<file path="src/common/control_pkg.sv">
`default_nettype none

package control_pkg;

  localparam int OPCODE_W = 6;
  localparam int FUNCT_W = 6;

  // FSM states, grouped by instruction class
  typedef enum logic [5:0] {
    RESET, RESET_INIT,
    FETCH, FETCH_WAIT, DECODE,
    ALU_RR, ALU_WRITE, SLT_RR, SLT_WRITE,
    ADD_IMM, IMM_WRITE,
    BEQ, BNE, BLE, BGT,
    LOAD, LOAD_WAIT, LOAD_END, STORE, STORE_WAIT,
    JUMP, JAL, JR,
    MULT, MULT_WAIT, MULT_END, DIV, DIV_WAIT, DIV_END,
    EXCEPTION, EXC_OVERFLOW, EXC_DIV_ZERO, EXC_OPCODE,
    EXCEPTION_WAIT, EXCEPTION_END
  } state_t;

  typedef enum logic [OPCODE_W-1:0] {
    OPCODE_R     = 6'h00,
    OPCODE_J     = 6'h02,
    OPCODE_JAL   = 6'h03,
    OPCODE_BEQ   = 6'h04,
    OPCODE_BNE   = 6'h05,
    OPCODE_BLE   = 6'h06,
    OPCODE_BGT   = 6'h07,
    OPCODE_ADDI  = 6'h08,
    OPCODE_ADDIU = 6'h09,
    OPCODE_LW    = 6'h23,
    OPCODE_SW    = 6'h2b
  } opcode_t;

  typedef enum logic [FUNCT_W-1:0] {
    FUNCT_JR   = 6'h08,
    FUNCT_MULT = 6'h18,
    FUNCT_DIV  = 6'h1a,
    FUNCT_ADD  = 6'h20,
    FUNCT_SUB  = 6'h22,
    FUNCT_AND  = 6'h24,
    FUNCT_SLT  = 6'h2a
  } funct_t;

  typedef enum logic [2:0] {
    LOAD_A = 3'b000,
    ADD    = 3'b001,
    SUB    = 3'b010,
    AND    = 3'b011,
    CMP    = 3'b111
  } alu_op_t;

  typedef enum logic [1:0] {SRCA_PC = 2'b00, SRCA_A = 2'b01} alu_srca_t;

  typedef enum logic [1:0] {
    SRCB_B         = 2'b00,
    SRCB_FOUR      = 2'b01,
    SRCB_IMM       = 2'b10,
    SRCB_IMM_SHIFT = 2'b11
  } alu_srcb_t;

  typedef enum logic [2:0] {
    PC_VECTOR     = 3'b000,
    PC_ALU_RESULT = 3'b001,
    PC_ALU_OUT    = 3'b011,
    PC_REG_A      = 3'b100,
    PC_JUMP       = 3'b101
  } pc_src_t;

  // Vector addresses select the handler byte for each cause
  typedef enum logic [2:0] {
    IORD_PC           = 3'b000,
    IORD_VEC_OVERFLOW = 3'b010,
    IORD_VEC_DIV_ZERO = 3'b011,
    IORD_VEC_OPCODE   = 3'b100,
    IORD_ALU_OUT      = 3'b101
  } iord_t;

  typedef enum logic [2:0] {
    DST_RT = 3'b000,
    DST_RD = 3'b001,
    DST_RA = 3'b010,
    DST_SP = 3'b100
  } reg_dst_t;

  typedef enum logic [3:0] {
    M2R_ALU_OUT = 4'b0000,
    M2R_MDR     = 4'b0001,
    M2R_PC      = 4'b0010,
    M2R_CMP     = 4'b0011,
    M2R_SP_TOP  = 4'b0110
  } mem_to_reg_t;

  typedef enum logic [1:0] {BR_LE = 2'b00, BR_GT = 2'b01, BR_EQ = 2'b10, BR_NE = 2'b11} branch_t;

  typedef enum logic [1:0] {NONE, OVERFLOW, DIV_ZERO, OPCODE} cause_t;

endpackage

`default_nettype wire

</file>
<file path="src/common/ctrl_word_if.sv">
`timescale 1ns/10ps
`default_nettype none

interface ctrl_word_if;
  import control_pkg::*;

  logic mult_ctrl;
  logic div_ctrl;
  logic ir_write;
  logic reg_write;
  logic write_mem;
  logic epc_write;
  logic pc_write;
  logic pc_write_cond;
  logic hi_ctrl;
  logic lo_ctrl;
  branch_t branch_type;
  alu_srca_t alu_srca;
  alu_srcb_t alu_srcb;
  alu_op_t alu_op;
  iord_t iord;
  pc_src_t pc_src;
  reg_dst_t reg_dst;
  mem_to_reg_t mem_to_reg;

  modport source (
    output mult_ctrl, div_ctrl, ir_write, reg_write, write_mem, epc_write, pc_write,
    output pc_write_cond, hi_ctrl, lo_ctrl, branch_type, alu_srca, alu_srcb, alu_op,
    output iord, pc_src, reg_dst, mem_to_reg
  );

  modport sink (
    input mult_ctrl, div_ctrl, ir_write, reg_write, write_mem, epc_write, pc_write,
    input pc_write_cond, hi_ctrl, lo_ctrl, branch_type, alu_srca, alu_srcb, alu_op,
    input iord, pc_src, reg_dst, mem_to_reg
  );

endinterface

`default_nettype wire

</file>
<file path="src/instruction_decoder.sv">
`timescale 1ns/10ps
`default_nettype none

module instruction_decoder (
  input  logic [control_pkg::OPCODE_W-1:0] opcode,
  input  logic [control_pkg::FUNCT_W-1:0]  funct,
  output control_pkg::state_t              entry
);
  import control_pkg::*;

  always_comb begin
    entry = EXCEPTION;
    case (opcode)
      OPCODE_R: begin
        case (funct)
          FUNCT_ADD,
          FUNCT_AND,
          FUNCT_SUB: entry = ALU_RR;
          FUNCT_SLT: entry = SLT_RR;
          FUNCT_MULT: entry = MULT;
          FUNCT_DIV: entry = DIV;
          FUNCT_JR: entry = JR;
          default: entry = EXCEPTION;
        endcase
      end
      OPCODE_ADDI,
      OPCODE_ADDIU: entry = ADD_IMM;
      OPCODE_BEQ: entry = BEQ;
      OPCODE_BNE: entry = BNE;
      OPCODE_BLE: entry = BLE;
      OPCODE_BGT: entry = BGT;
      OPCODE_LW: entry = LOAD;
      OPCODE_SW: entry = STORE;
      OPCODE_J: entry = JUMP;
      OPCODE_JAL: entry = JAL;
      // Unknown opcode falls through to the illegal entry
      default: entry = EXCEPTION;
    endcase
  end

endmodule

`default_nettype wire

</file>
<file path="src/sequencer/fsm_sequencer.sv">
`timescale 1ns/10ps
`default_nettype none

module fsm_sequencer #(
  parameter int FETCH_WAIT_CYCLES = 3
) (
  input  logic                clock,
  input  logic                reset,
  input  control_pkg::state_t entry,
  input  logic                overflow,
  input  logic                div_zero,
  input  logic                mult_end,
  input  logic                div_end,
  output control_pkg::state_t state
);
  import control_pkg::*;

  localparam int CNT_W = (FETCH_WAIT_CYCLES > 1) ? $clog2(FETCH_WAIT_CYCLES) : 1;
  localparam logic [CNT_W-1:0] LAST_WAIT = CNT_W'(FETCH_WAIT_CYCLES - 1);

  state_t next_state;
  cause_t cause;
  cause_t cause_in;
  logic [CNT_W-1:0] wait_count;
  logic exc_allowed;
  logic illegal;

  assign illegal = (state == DECODE) && (entry == EXCEPTION);

  // Reset and the exception path itself are not interruptible
  assign exc_allowed = !(state inside {RESET, RESET_INIT, EXCEPTION, EXC_OVERFLOW,
                                       EXC_DIV_ZERO, EXC_OPCODE, EXCEPTION_WAIT,
                                       EXCEPTION_END});

  // Opcode beats div_zero beats overflow
  always_comb begin
    if (illegal) begin
      cause_in = OPCODE;
    end else if (div_zero) begin
      cause_in = DIV_ZERO;
    end else begin
      cause_in = OVERFLOW;
    end
  end

  always_comb begin
    next_state = FETCH;
    case (state)
      RESET: next_state = RESET_INIT;
      RESET_INIT: next_state = FETCH;
      FETCH: next_state = FETCH_WAIT;
      FETCH_WAIT: next_state = (wait_count == LAST_WAIT) ? DECODE : FETCH_WAIT;
      DECODE: next_state = entry;
      ALU_RR: next_state = ALU_WRITE;
      SLT_RR: next_state = SLT_WRITE;
      ADD_IMM: next_state = IMM_WRITE;
      LOAD: next_state = LOAD_WAIT;
      LOAD_WAIT: next_state = LOAD_END;
      STORE: next_state = STORE_WAIT;
      MULT: next_state = MULT_WAIT;
      MULT_WAIT: next_state = mult_end ? MULT_END : MULT_WAIT;
      DIV: next_state = DIV_WAIT;
      DIV_WAIT: next_state = div_end ? DIV_END : DIV_WAIT;
      EXCEPTION: begin
        case (cause)
          OVERFLOW: next_state = EXC_OVERFLOW;
          DIV_ZERO: next_state = EXC_DIV_ZERO;
          default: next_state = EXC_OPCODE;
        endcase
      end
      EXC_OVERFLOW,
      EXC_DIV_ZERO,
      EXC_OPCODE: next_state = EXCEPTION_WAIT;
      EXCEPTION_WAIT: next_state = EXCEPTION_END;
      // Single-cycle tails return to fetch
      default: next_state = FETCH;
    endcase
    if (exc_allowed && (overflow || div_zero)) begin
      next_state = EXCEPTION;
    end
  end

  always_ff @(posedge clock) begin
    if (reset) begin
      state <= RESET;
    end else begin
      state <= next_state;
    end
  end

  always_ff @(posedge clock) begin
    if (reset || state != FETCH_WAIT) begin
      wait_count <= '0;
    end else begin
      wait_count <= wait_count + 1'b1;
    end
  end

  always_ff @(posedge clock) begin
    if (reset) begin
      cause <= NONE;
    end else if (next_state == EXCEPTION) begin
      cause <= cause_in;
    end else if (state == EXCEPTION_END) begin
      cause <= NONE;
    end
  end

endmodule

`default_nettype wire

</file>
<file path="src/control_word_encoder.sv">
`timescale 1ns/10ps
`default_nettype none

module control_word_encoder (
  input control_pkg::state_t state,
  ctrl_word_if.source        cw
);
  import control_pkg::*;

  always_comb begin
    cw.mult_ctrl = 1'b0;
    cw.div_ctrl = 1'b0;
    cw.ir_write = 1'b0;
    cw.reg_write = 1'b0;
    cw.write_mem = 1'b0;
    cw.epc_write = 1'b0;
    cw.pc_write = 1'b0;
    cw.pc_write_cond = 1'b0;
    cw.hi_ctrl = 1'b0;
    cw.lo_ctrl = 1'b0;
    cw.branch_type = BR_LE;
    cw.alu_srca = SRCA_PC;
    cw.alu_srcb = SRCB_B;
    cw.alu_op = LOAD_A;
    cw.iord = IORD_PC;
    cw.pc_src = PC_VECTOR;
    cw.reg_dst = DST_RT;
    cw.mem_to_reg = M2R_ALU_OUT;

    case (state)
      RESET_INIT: begin
        cw.reg_write = 1'b1;
        cw.reg_dst = DST_SP;
        cw.mem_to_reg = M2R_SP_TOP;
      end
      FETCH: begin
        cw.ir_write = 1'b1;
        cw.pc_write = 1'b1;
        cw.alu_srcb = SRCB_FOUR;
        cw.alu_op = ADD;
        cw.pc_src = PC_ALU_RESULT;
      end
      // Branch target lands in ALU out
      DECODE: begin
        cw.alu_srcb = SRCB_IMM_SHIFT;
        cw.alu_op = ADD;
      end
      // ALU control in the datapath refines add, and, sub from funct
      ALU_RR: begin
        cw.alu_srca = SRCA_A;
        cw.alu_op = ADD;
      end
      SLT_RR: begin
        cw.alu_srca = SRCA_A;
        cw.alu_op = CMP;
      end
      ALU_WRITE,
      SLT_WRITE: begin
        cw.reg_write = 1'b1;
        cw.reg_dst = DST_RD;
        cw.mem_to_reg = (state == SLT_WRITE) ? M2R_CMP : M2R_ALU_OUT;
      end
      ADD_IMM: begin
        cw.alu_srca = SRCA_A;
        cw.alu_srcb = SRCB_IMM;
        cw.alu_op = ADD;
      end
      IMM_WRITE: cw.reg_write = 1'b1;
      BEQ,
      BNE,
      BLE,
      BGT: begin
        cw.pc_write_cond = 1'b1;
        cw.alu_srca = SRCA_A;
        cw.pc_src = PC_ALU_OUT;
        cw.alu_op = (state inside {BEQ, BNE}) ? SUB : CMP;
        case (state)
          BEQ: cw.branch_type = BR_EQ;
          BNE: cw.branch_type = BR_NE;
          BGT: cw.branch_type = BR_GT;
          default: cw.branch_type = BR_LE;
        endcase
      end
      // Address is base plus offset, ready in ALU out for the next cycle
      LOAD,
      STORE: begin
        cw.iord = IORD_ALU_OUT;
        cw.alu_srca = SRCA_A;
        cw.alu_srcb = SRCB_IMM;
        cw.alu_op = ADD;
      end
      LOAD_WAIT: cw.iord = IORD_ALU_OUT;
      LOAD_END: begin
        cw.iord = IORD_ALU_OUT;
        cw.reg_write = 1'b1;
        cw.mem_to_reg = M2R_MDR;
      end
      STORE_WAIT: begin
        cw.iord = IORD_ALU_OUT;
        cw.write_mem = 1'b1;
      end
      JUMP: begin
        cw.pc_write = 1'b1;
        cw.pc_src = PC_JUMP;
      end
      JAL: begin
        cw.pc_write = 1'b1;
        cw.pc_src = PC_JUMP;
        cw.reg_write = 1'b1;
        cw.reg_dst = DST_RA;
        cw.mem_to_reg = M2R_PC;
      end
      JR: begin
        cw.pc_write = 1'b1;
        cw.pc_src = PC_REG_A;
      end
      MULT,
      MULT_WAIT: cw.mult_ctrl = 1'b1;
      DIV,
      DIV_WAIT: cw.div_ctrl = 1'b1;
      MULT_END,
      DIV_END: begin
        cw.hi_ctrl = 1'b1;
        cw.lo_ctrl = 1'b1;
      end
      // EPC gets PC - 4, the faulting instruction
      EXCEPTION: begin
        cw.epc_write = 1'b1;
        cw.alu_srcb = SRCB_FOUR;
        cw.alu_op = SUB;
      end
      EXC_OVERFLOW: cw.iord = IORD_VEC_OVERFLOW;
      EXC_DIV_ZERO: cw.iord = IORD_VEC_DIV_ZERO;
      EXC_OPCODE: cw.iord = IORD_VEC_OPCODE;
      EXCEPTION_END: cw.pc_write = 1'b1;
      default: begin
      end
    endcase
  end

endmodule

`default_nettype wire

</file>
<file path="src/mips_control.sv">
`timescale 1ns/10ps
`default_nettype none

module mips_control #(
  parameter int FETCH_WAIT_CYCLES = 3
) (
  input  logic                                          clock,
  input  logic                                          reset,
  input  logic [control_pkg::OPCODE_W-1:0]              opcode,
  input  logic [control_pkg::FUNCT_W-1:0]               funct,
  input  logic                                          overflow,
  input  logic                                          div_zero,
  input  logic                                          mult_end,
  input  logic                                          div_end,
  output logic [$bits(control_pkg::state_t)-1:0]        state,
  output logic                                          mult_ctrl,
  output logic                                          div_ctrl,
  output logic                                          ir_write,
  output logic                                          reg_write,
  output logic                                          write_mem,
  output logic                                          epc_write,
  output logic                                          pc_write,
  output logic                                          pc_write_cond,
  output logic                                          hi_ctrl,
  output logic                                          lo_ctrl,
  output logic [$bits(control_pkg::branch_t)-1:0]       branch_type,
  output logic [$bits(control_pkg::alu_srca_t)-1:0]     alu_srca,
  output logic [$bits(control_pkg::alu_srcb_t)-1:0]     alu_srcb,
  output logic [$bits(control_pkg::alu_op_t)-1:0]       alu_op,
  output logic [$bits(control_pkg::iord_t)-1:0]         iord,
  output logic [$bits(control_pkg::pc_src_t)-1:0]       pc_src,
  output logic [$bits(control_pkg::reg_dst_t)-1:0]      reg_dst,
  output logic [$bits(control_pkg::mem_to_reg_t)-1:0]   mem_to_reg
);
  import control_pkg::*;

  state_t entry;
  state_t fsm_state;

  ctrl_word_if cw ();

  instruction_decoder u_decoder (
    .opcode (opcode),
    .funct  (funct),
    .entry  (entry)
  );

  fsm_sequencer #(
    .FETCH_WAIT_CYCLES (FETCH_WAIT_CYCLES)
  ) u_sequencer (
    .clock    (clock),
    .reset    (reset),
    .entry    (entry),
    .overflow (overflow),
    .div_zero (div_zero),
    .mult_end (mult_end),
    .div_end  (div_end),
    .state    (fsm_state)
  );

  control_word_encoder u_encoder (
    .state (fsm_state),
    .cw    (cw)
  );

  assign state = fsm_state;
  assign mult_ctrl = cw.mult_ctrl;
  assign div_ctrl = cw.div_ctrl;
  assign ir_write = cw.ir_write;
  assign reg_write = cw.reg_write;
  assign write_mem = cw.write_mem;
  assign epc_write = cw.epc_write;
  assign pc_write = cw.pc_write;
  assign pc_write_cond = cw.pc_write_cond;
  assign hi_ctrl = cw.hi_ctrl;
  assign lo_ctrl = cw.lo_ctrl;
  assign branch_type = cw.branch_type;
  assign alu_srca = cw.alu_srca;
  assign alu_srcb = cw.alu_srcb;
  assign alu_op = cw.alu_op;
  assign iord = cw.iord;
  assign pc_src = cw.pc_src;
  assign reg_dst = cw.reg_dst;
  assign mem_to_reg = cw.mem_to_reg;

endmodule

`default_nettype wire

</file>
<file path="config.mk">
export PLATFORM = sky130hd
export DESIGN_NAME = mips_control
export DESIGN_NICKNAME = d
export VERILOG_FILES = /design/src/common/control_pkg.sv /design/src/common/ctrl_word_if.sv /design/src/instruction_decoder.sv /design/src/sequencer/fsm_sequencer.sv /design/src/control_word_encoder.sv /design/src/mips_control.sv
export SDC_FILE = /design/constraint.sdc
export NUM_CORES = 1
export LEC_CHECK = 0
export CORE_MARGIN = 10
export CORE_UTILIZATION = 59
export DETAILED_ROUTE_END_ITERATION = 6
export DONT_BUFFER_PORTS = 1
export PLACE_DENSITY = 0.75
export SETUP_SLACK_MARGIN = 0.15
export SLEW_MARGIN = 5
export SYNTH_ARGS = -nofsm -noshare
export SYNTH_HDL_FRONTEND = slang
export SYNTH_SLANG_ARGS = --single-unit
</file>
<file path="constraint.sdc">
create_clock -name clock -period 4.55 [get_ports clock]
set_input_delay 1.1375 -clock clock [delete_from_list [all_inputs] [get_ports clock]]
set_output_delay 1.1375 -clock clock [all_outputs]
set_load 0.01 [all_outputs]
</file>
==> summary.md <==
| Metric | Value |
|---|---|
| Minimum clock period after layout | 3.49 ns |
| Seq/Total Area, Yosys | 0.112 |
| Synth area leaders | dfxtp_1 11%, nor2_1 9.5%, a21oi_1 5.9% |
| Hold WS | 0.415 ns |
| Synth top area share | 0.112 |
| Crit share post-route | 0.767 |
| Hpwl dp | 3950 µm |
| Sw power | 0.664 mW |
| Sw Share | 0.589 |
| Rel. slew slack | 0.350 |
| Commonest non-fill, non-tap cell in the layout | nor2_1 |
| Clk buf depth | 2 |
| Avg Cell Area, Syn | 6.40 µm² |
| Most frequent cells in the layout | 45 x nor2_1, 26 x nand2_1, 21 x a21oi_1, 16 x nor3_1, 14 x nand3_1 |
| R2R Setup Slk | 1.67 ns |
| Internal | 0.463 mW |
| Final antenna-violating net count | 0 |
| Met2 usage | 0.287 |
| Post-CTS Setup Repair Bufs | 0 |
| Post-synth EDFFs | 0 |
| Synth async-reset ratio | 0 |
| TritonCTS clock tree | built |
| Flops & latches, synth | 10 |
| RSZ-0062 raised after global routing | no |
| Critical Path Sink Type | output port |
| Clock Skew | 0.00596 ns |
| Clk sinks | 10 |
| Worst-path maximum fanout | 28 |
| Mapped cell area | 1780 µm² |
| Gate count after technology mapping | 278 |
| CTS Buf Count | 3 |
| Area Growth Syn to Fin | -2.81% |
| Clk Latency, worst-skew pair | 0.28 ns |
| Vias in the first global route | 1744 |
| Nets@finish | 281 |
| Non-Filler Instances | 291 |
| Die width | 74.9 µm |
| Largest net degree at the start of global routing | 29 |
| Critical Path AT | 2.35 ns |
| Setup TNS | 0 ns |
| Grt total ovfl | 0 |
| Routability cong. | 0.928 |
| Layout cell share with drive strength beyond 1 | 0.0808 |
| Clock share of power | 0.074 |
| CP required | 3.41 ns |
| CTS root buf | clkbuf_4 |
| Multi-input gate area | 1380 µm² |
| Port bufs | 0 |
| Global-route wire length before repair | 8570 µm |
| Area leader, netlist | dfxtp_1 |
| Max-Cap Viols | 0 |
| Wire per inst | 17.8 µm |
| Register Area | 200 µm² |
| Setup-failing EPs final | 0 |
| Startpoint Class | flop |
| Worst hold path class | flop to flop |
| Antenna cells | 0 |
| Worst slew pin tran | 0.973 ns |
| Iteration-0 DRC count of the detailed router | 175 |
| Initial antenna violation count | 0 |
| Fin. Hold Viols | 0 |
| Peak VDD IR | 0.393 mV |
| Fillcell total | 294 |
| GRT met1 Usage | 0.244 |
| Final Max Tran Viols | 0 |
| Static leakage | 0.646 nW |
| H-Tree Depth | 1 |
| Combinational share of power | 0.724 |
| Critical path class | flop to output port |
| Vias/cell | 6.55 |
| Die H | 74.9 µm |
| Hold_buf cts | 0 |
| Library cells used by synthesis | 59 |
| Ports | 56 |
| Resized cells post-CTS | 0 |
| Synthesis warning total | 0 |
| Clock Pin Slew Worst Setup and Hold Paths | 0.07 ns |
| Core box area | 2830 µm² |
| Synth Flop Type | dfxtp_1 |
| WL final | 5190 µm |
| Initial core utilization | 0.629 |
| Drt drc | 0 |
| First drt pass iteration count | 4 |
| Layer with the highest usage | met2 |
| Met3 Usage GRT | 0.0460 |
| Via count | 1906 |
| Flop pwr share | 0.202 |
| GRT Total Usage | 0.189 |
| Cell row count | 19 |
| PD cells | 651 nW/µm² |
| FMAX | 0.286 GHz |
| Die ar. | 5620 µm² |
| Outcome | completed |
| Cell Count Post-Placement | 287 |
[sequential cells by signal (all words and copies together), names as in the netlist]
name / cells
u_sequencer.state: 6
u_sequencer.cause: 2
u_sequencer.wait_count: 2
[layout make-up]
type / instances / area share
clock buffers: 4 / 0.0210
inverters: 9 / 0.0210
multi-input cells: 232 / 0.798
flip-flops and latches: 10 / 0.116
well taps: 31 / 0.0224
repair buffers: 5 / 0.0217
[worst max-delay path, stage by stage (launching register included)]
cell     delay [ns]
dfxtp_1        0.96
and2_1         0.48
xnor2_1        0.15
o21ai_0        0.18
mux2i_1        0.09
nor2_1         0.20
[final timing paths]
path | cells after the start | startpoint | endpoint
setup / recovery | 5 | u_sequencer.state[0] | pc_src[0]
hold / removal | 1 | u_sequencer.wait_count[0] | u_sequencer.wait_count[0]
setup reg to reg | 7 | u_sequencer.state[5] | u_sequencer.cause[1]
hold reg to reg | 1 | u_sequencer.wait_count[0] | u_sequencer.wait_count[0]
[power by group through the flow]
| stage | Combinational (mW) | Sequential (mW) | Clock [mW] |
|---|---|---|---|
| 2_1_floorplan | 0.764 | 0.150 | 0 |
| 3_3_place_gp | 0.803 | 0.227 | 0 |
| 3_5_place_dp | 0.808 | 0.228 | 0 |
| 4_1_cts | 0.811 | 0.226 | 0.0845 |
| 5_1_grt | 0.912 | 0.239 | 0.0903 |
| 6_report | 0.816 | 0.228 | 0.0835 |
[synth_stat cells, types with 3 or more instances]
cell	instances
a21o_1	5
buf_6	3
mux2i_1	4
nor2_1	45
inv_1	8
o21ai_0	12
buf_1	4
nand3_1	14
o211ai_1	7
buf_4	7
nand2_1	26
nor3b_1	3
dfxtp_1	10
nand4_1	3
clkbuf_1	4
a31oi_1	3
nor3_1	16
buf_2	9
xnor2_1	4
nand2b_1	10
a21oi_1	21
and3_1	6
nor2b_1	8
and3b_1	3
[stage by stage]
stage	power [mW]	setup WS [ns]	cell area [µm²]	utilization
2_1_floorplan	0.914	1.66	1780	-
4_1_cts	1.12	1.05	1730	0.612
3_5_place_dp	1.04	1.36	1690	0.599
5_1_grt	1.24	0.807	1730	0.612
6_report	1.13	1.06	1730	0.612
3_3_place_gp	1.03	1.37	1690	0.599
[metal layers]
metal  wire length [µm]  up-vias
met5                  0        -
met4                 90        0
met3                611       10
met2               2280       87
met1               2210      855
li1                   -      954
[kinds of logic (layout without fill, tap and decap cells)]
kind of cell | count (synthesis) | after routing | synth area share
xor+xnor | 4 | 4 | 0.0197
other cells | 1 | 2 | 0.00211
flops | 10 | 10 | 0.112
simple gates | 151 | 151 | 0.444
compound gates | 68 | 68 | 0.265
fa+ha+maj | 2 | 2 | 0.0141
mux | 5 | 5 | 0.0288
buf+inv | 37 | 18 | 0.114
Note: power is estimated with default switching activity, not from simulation.
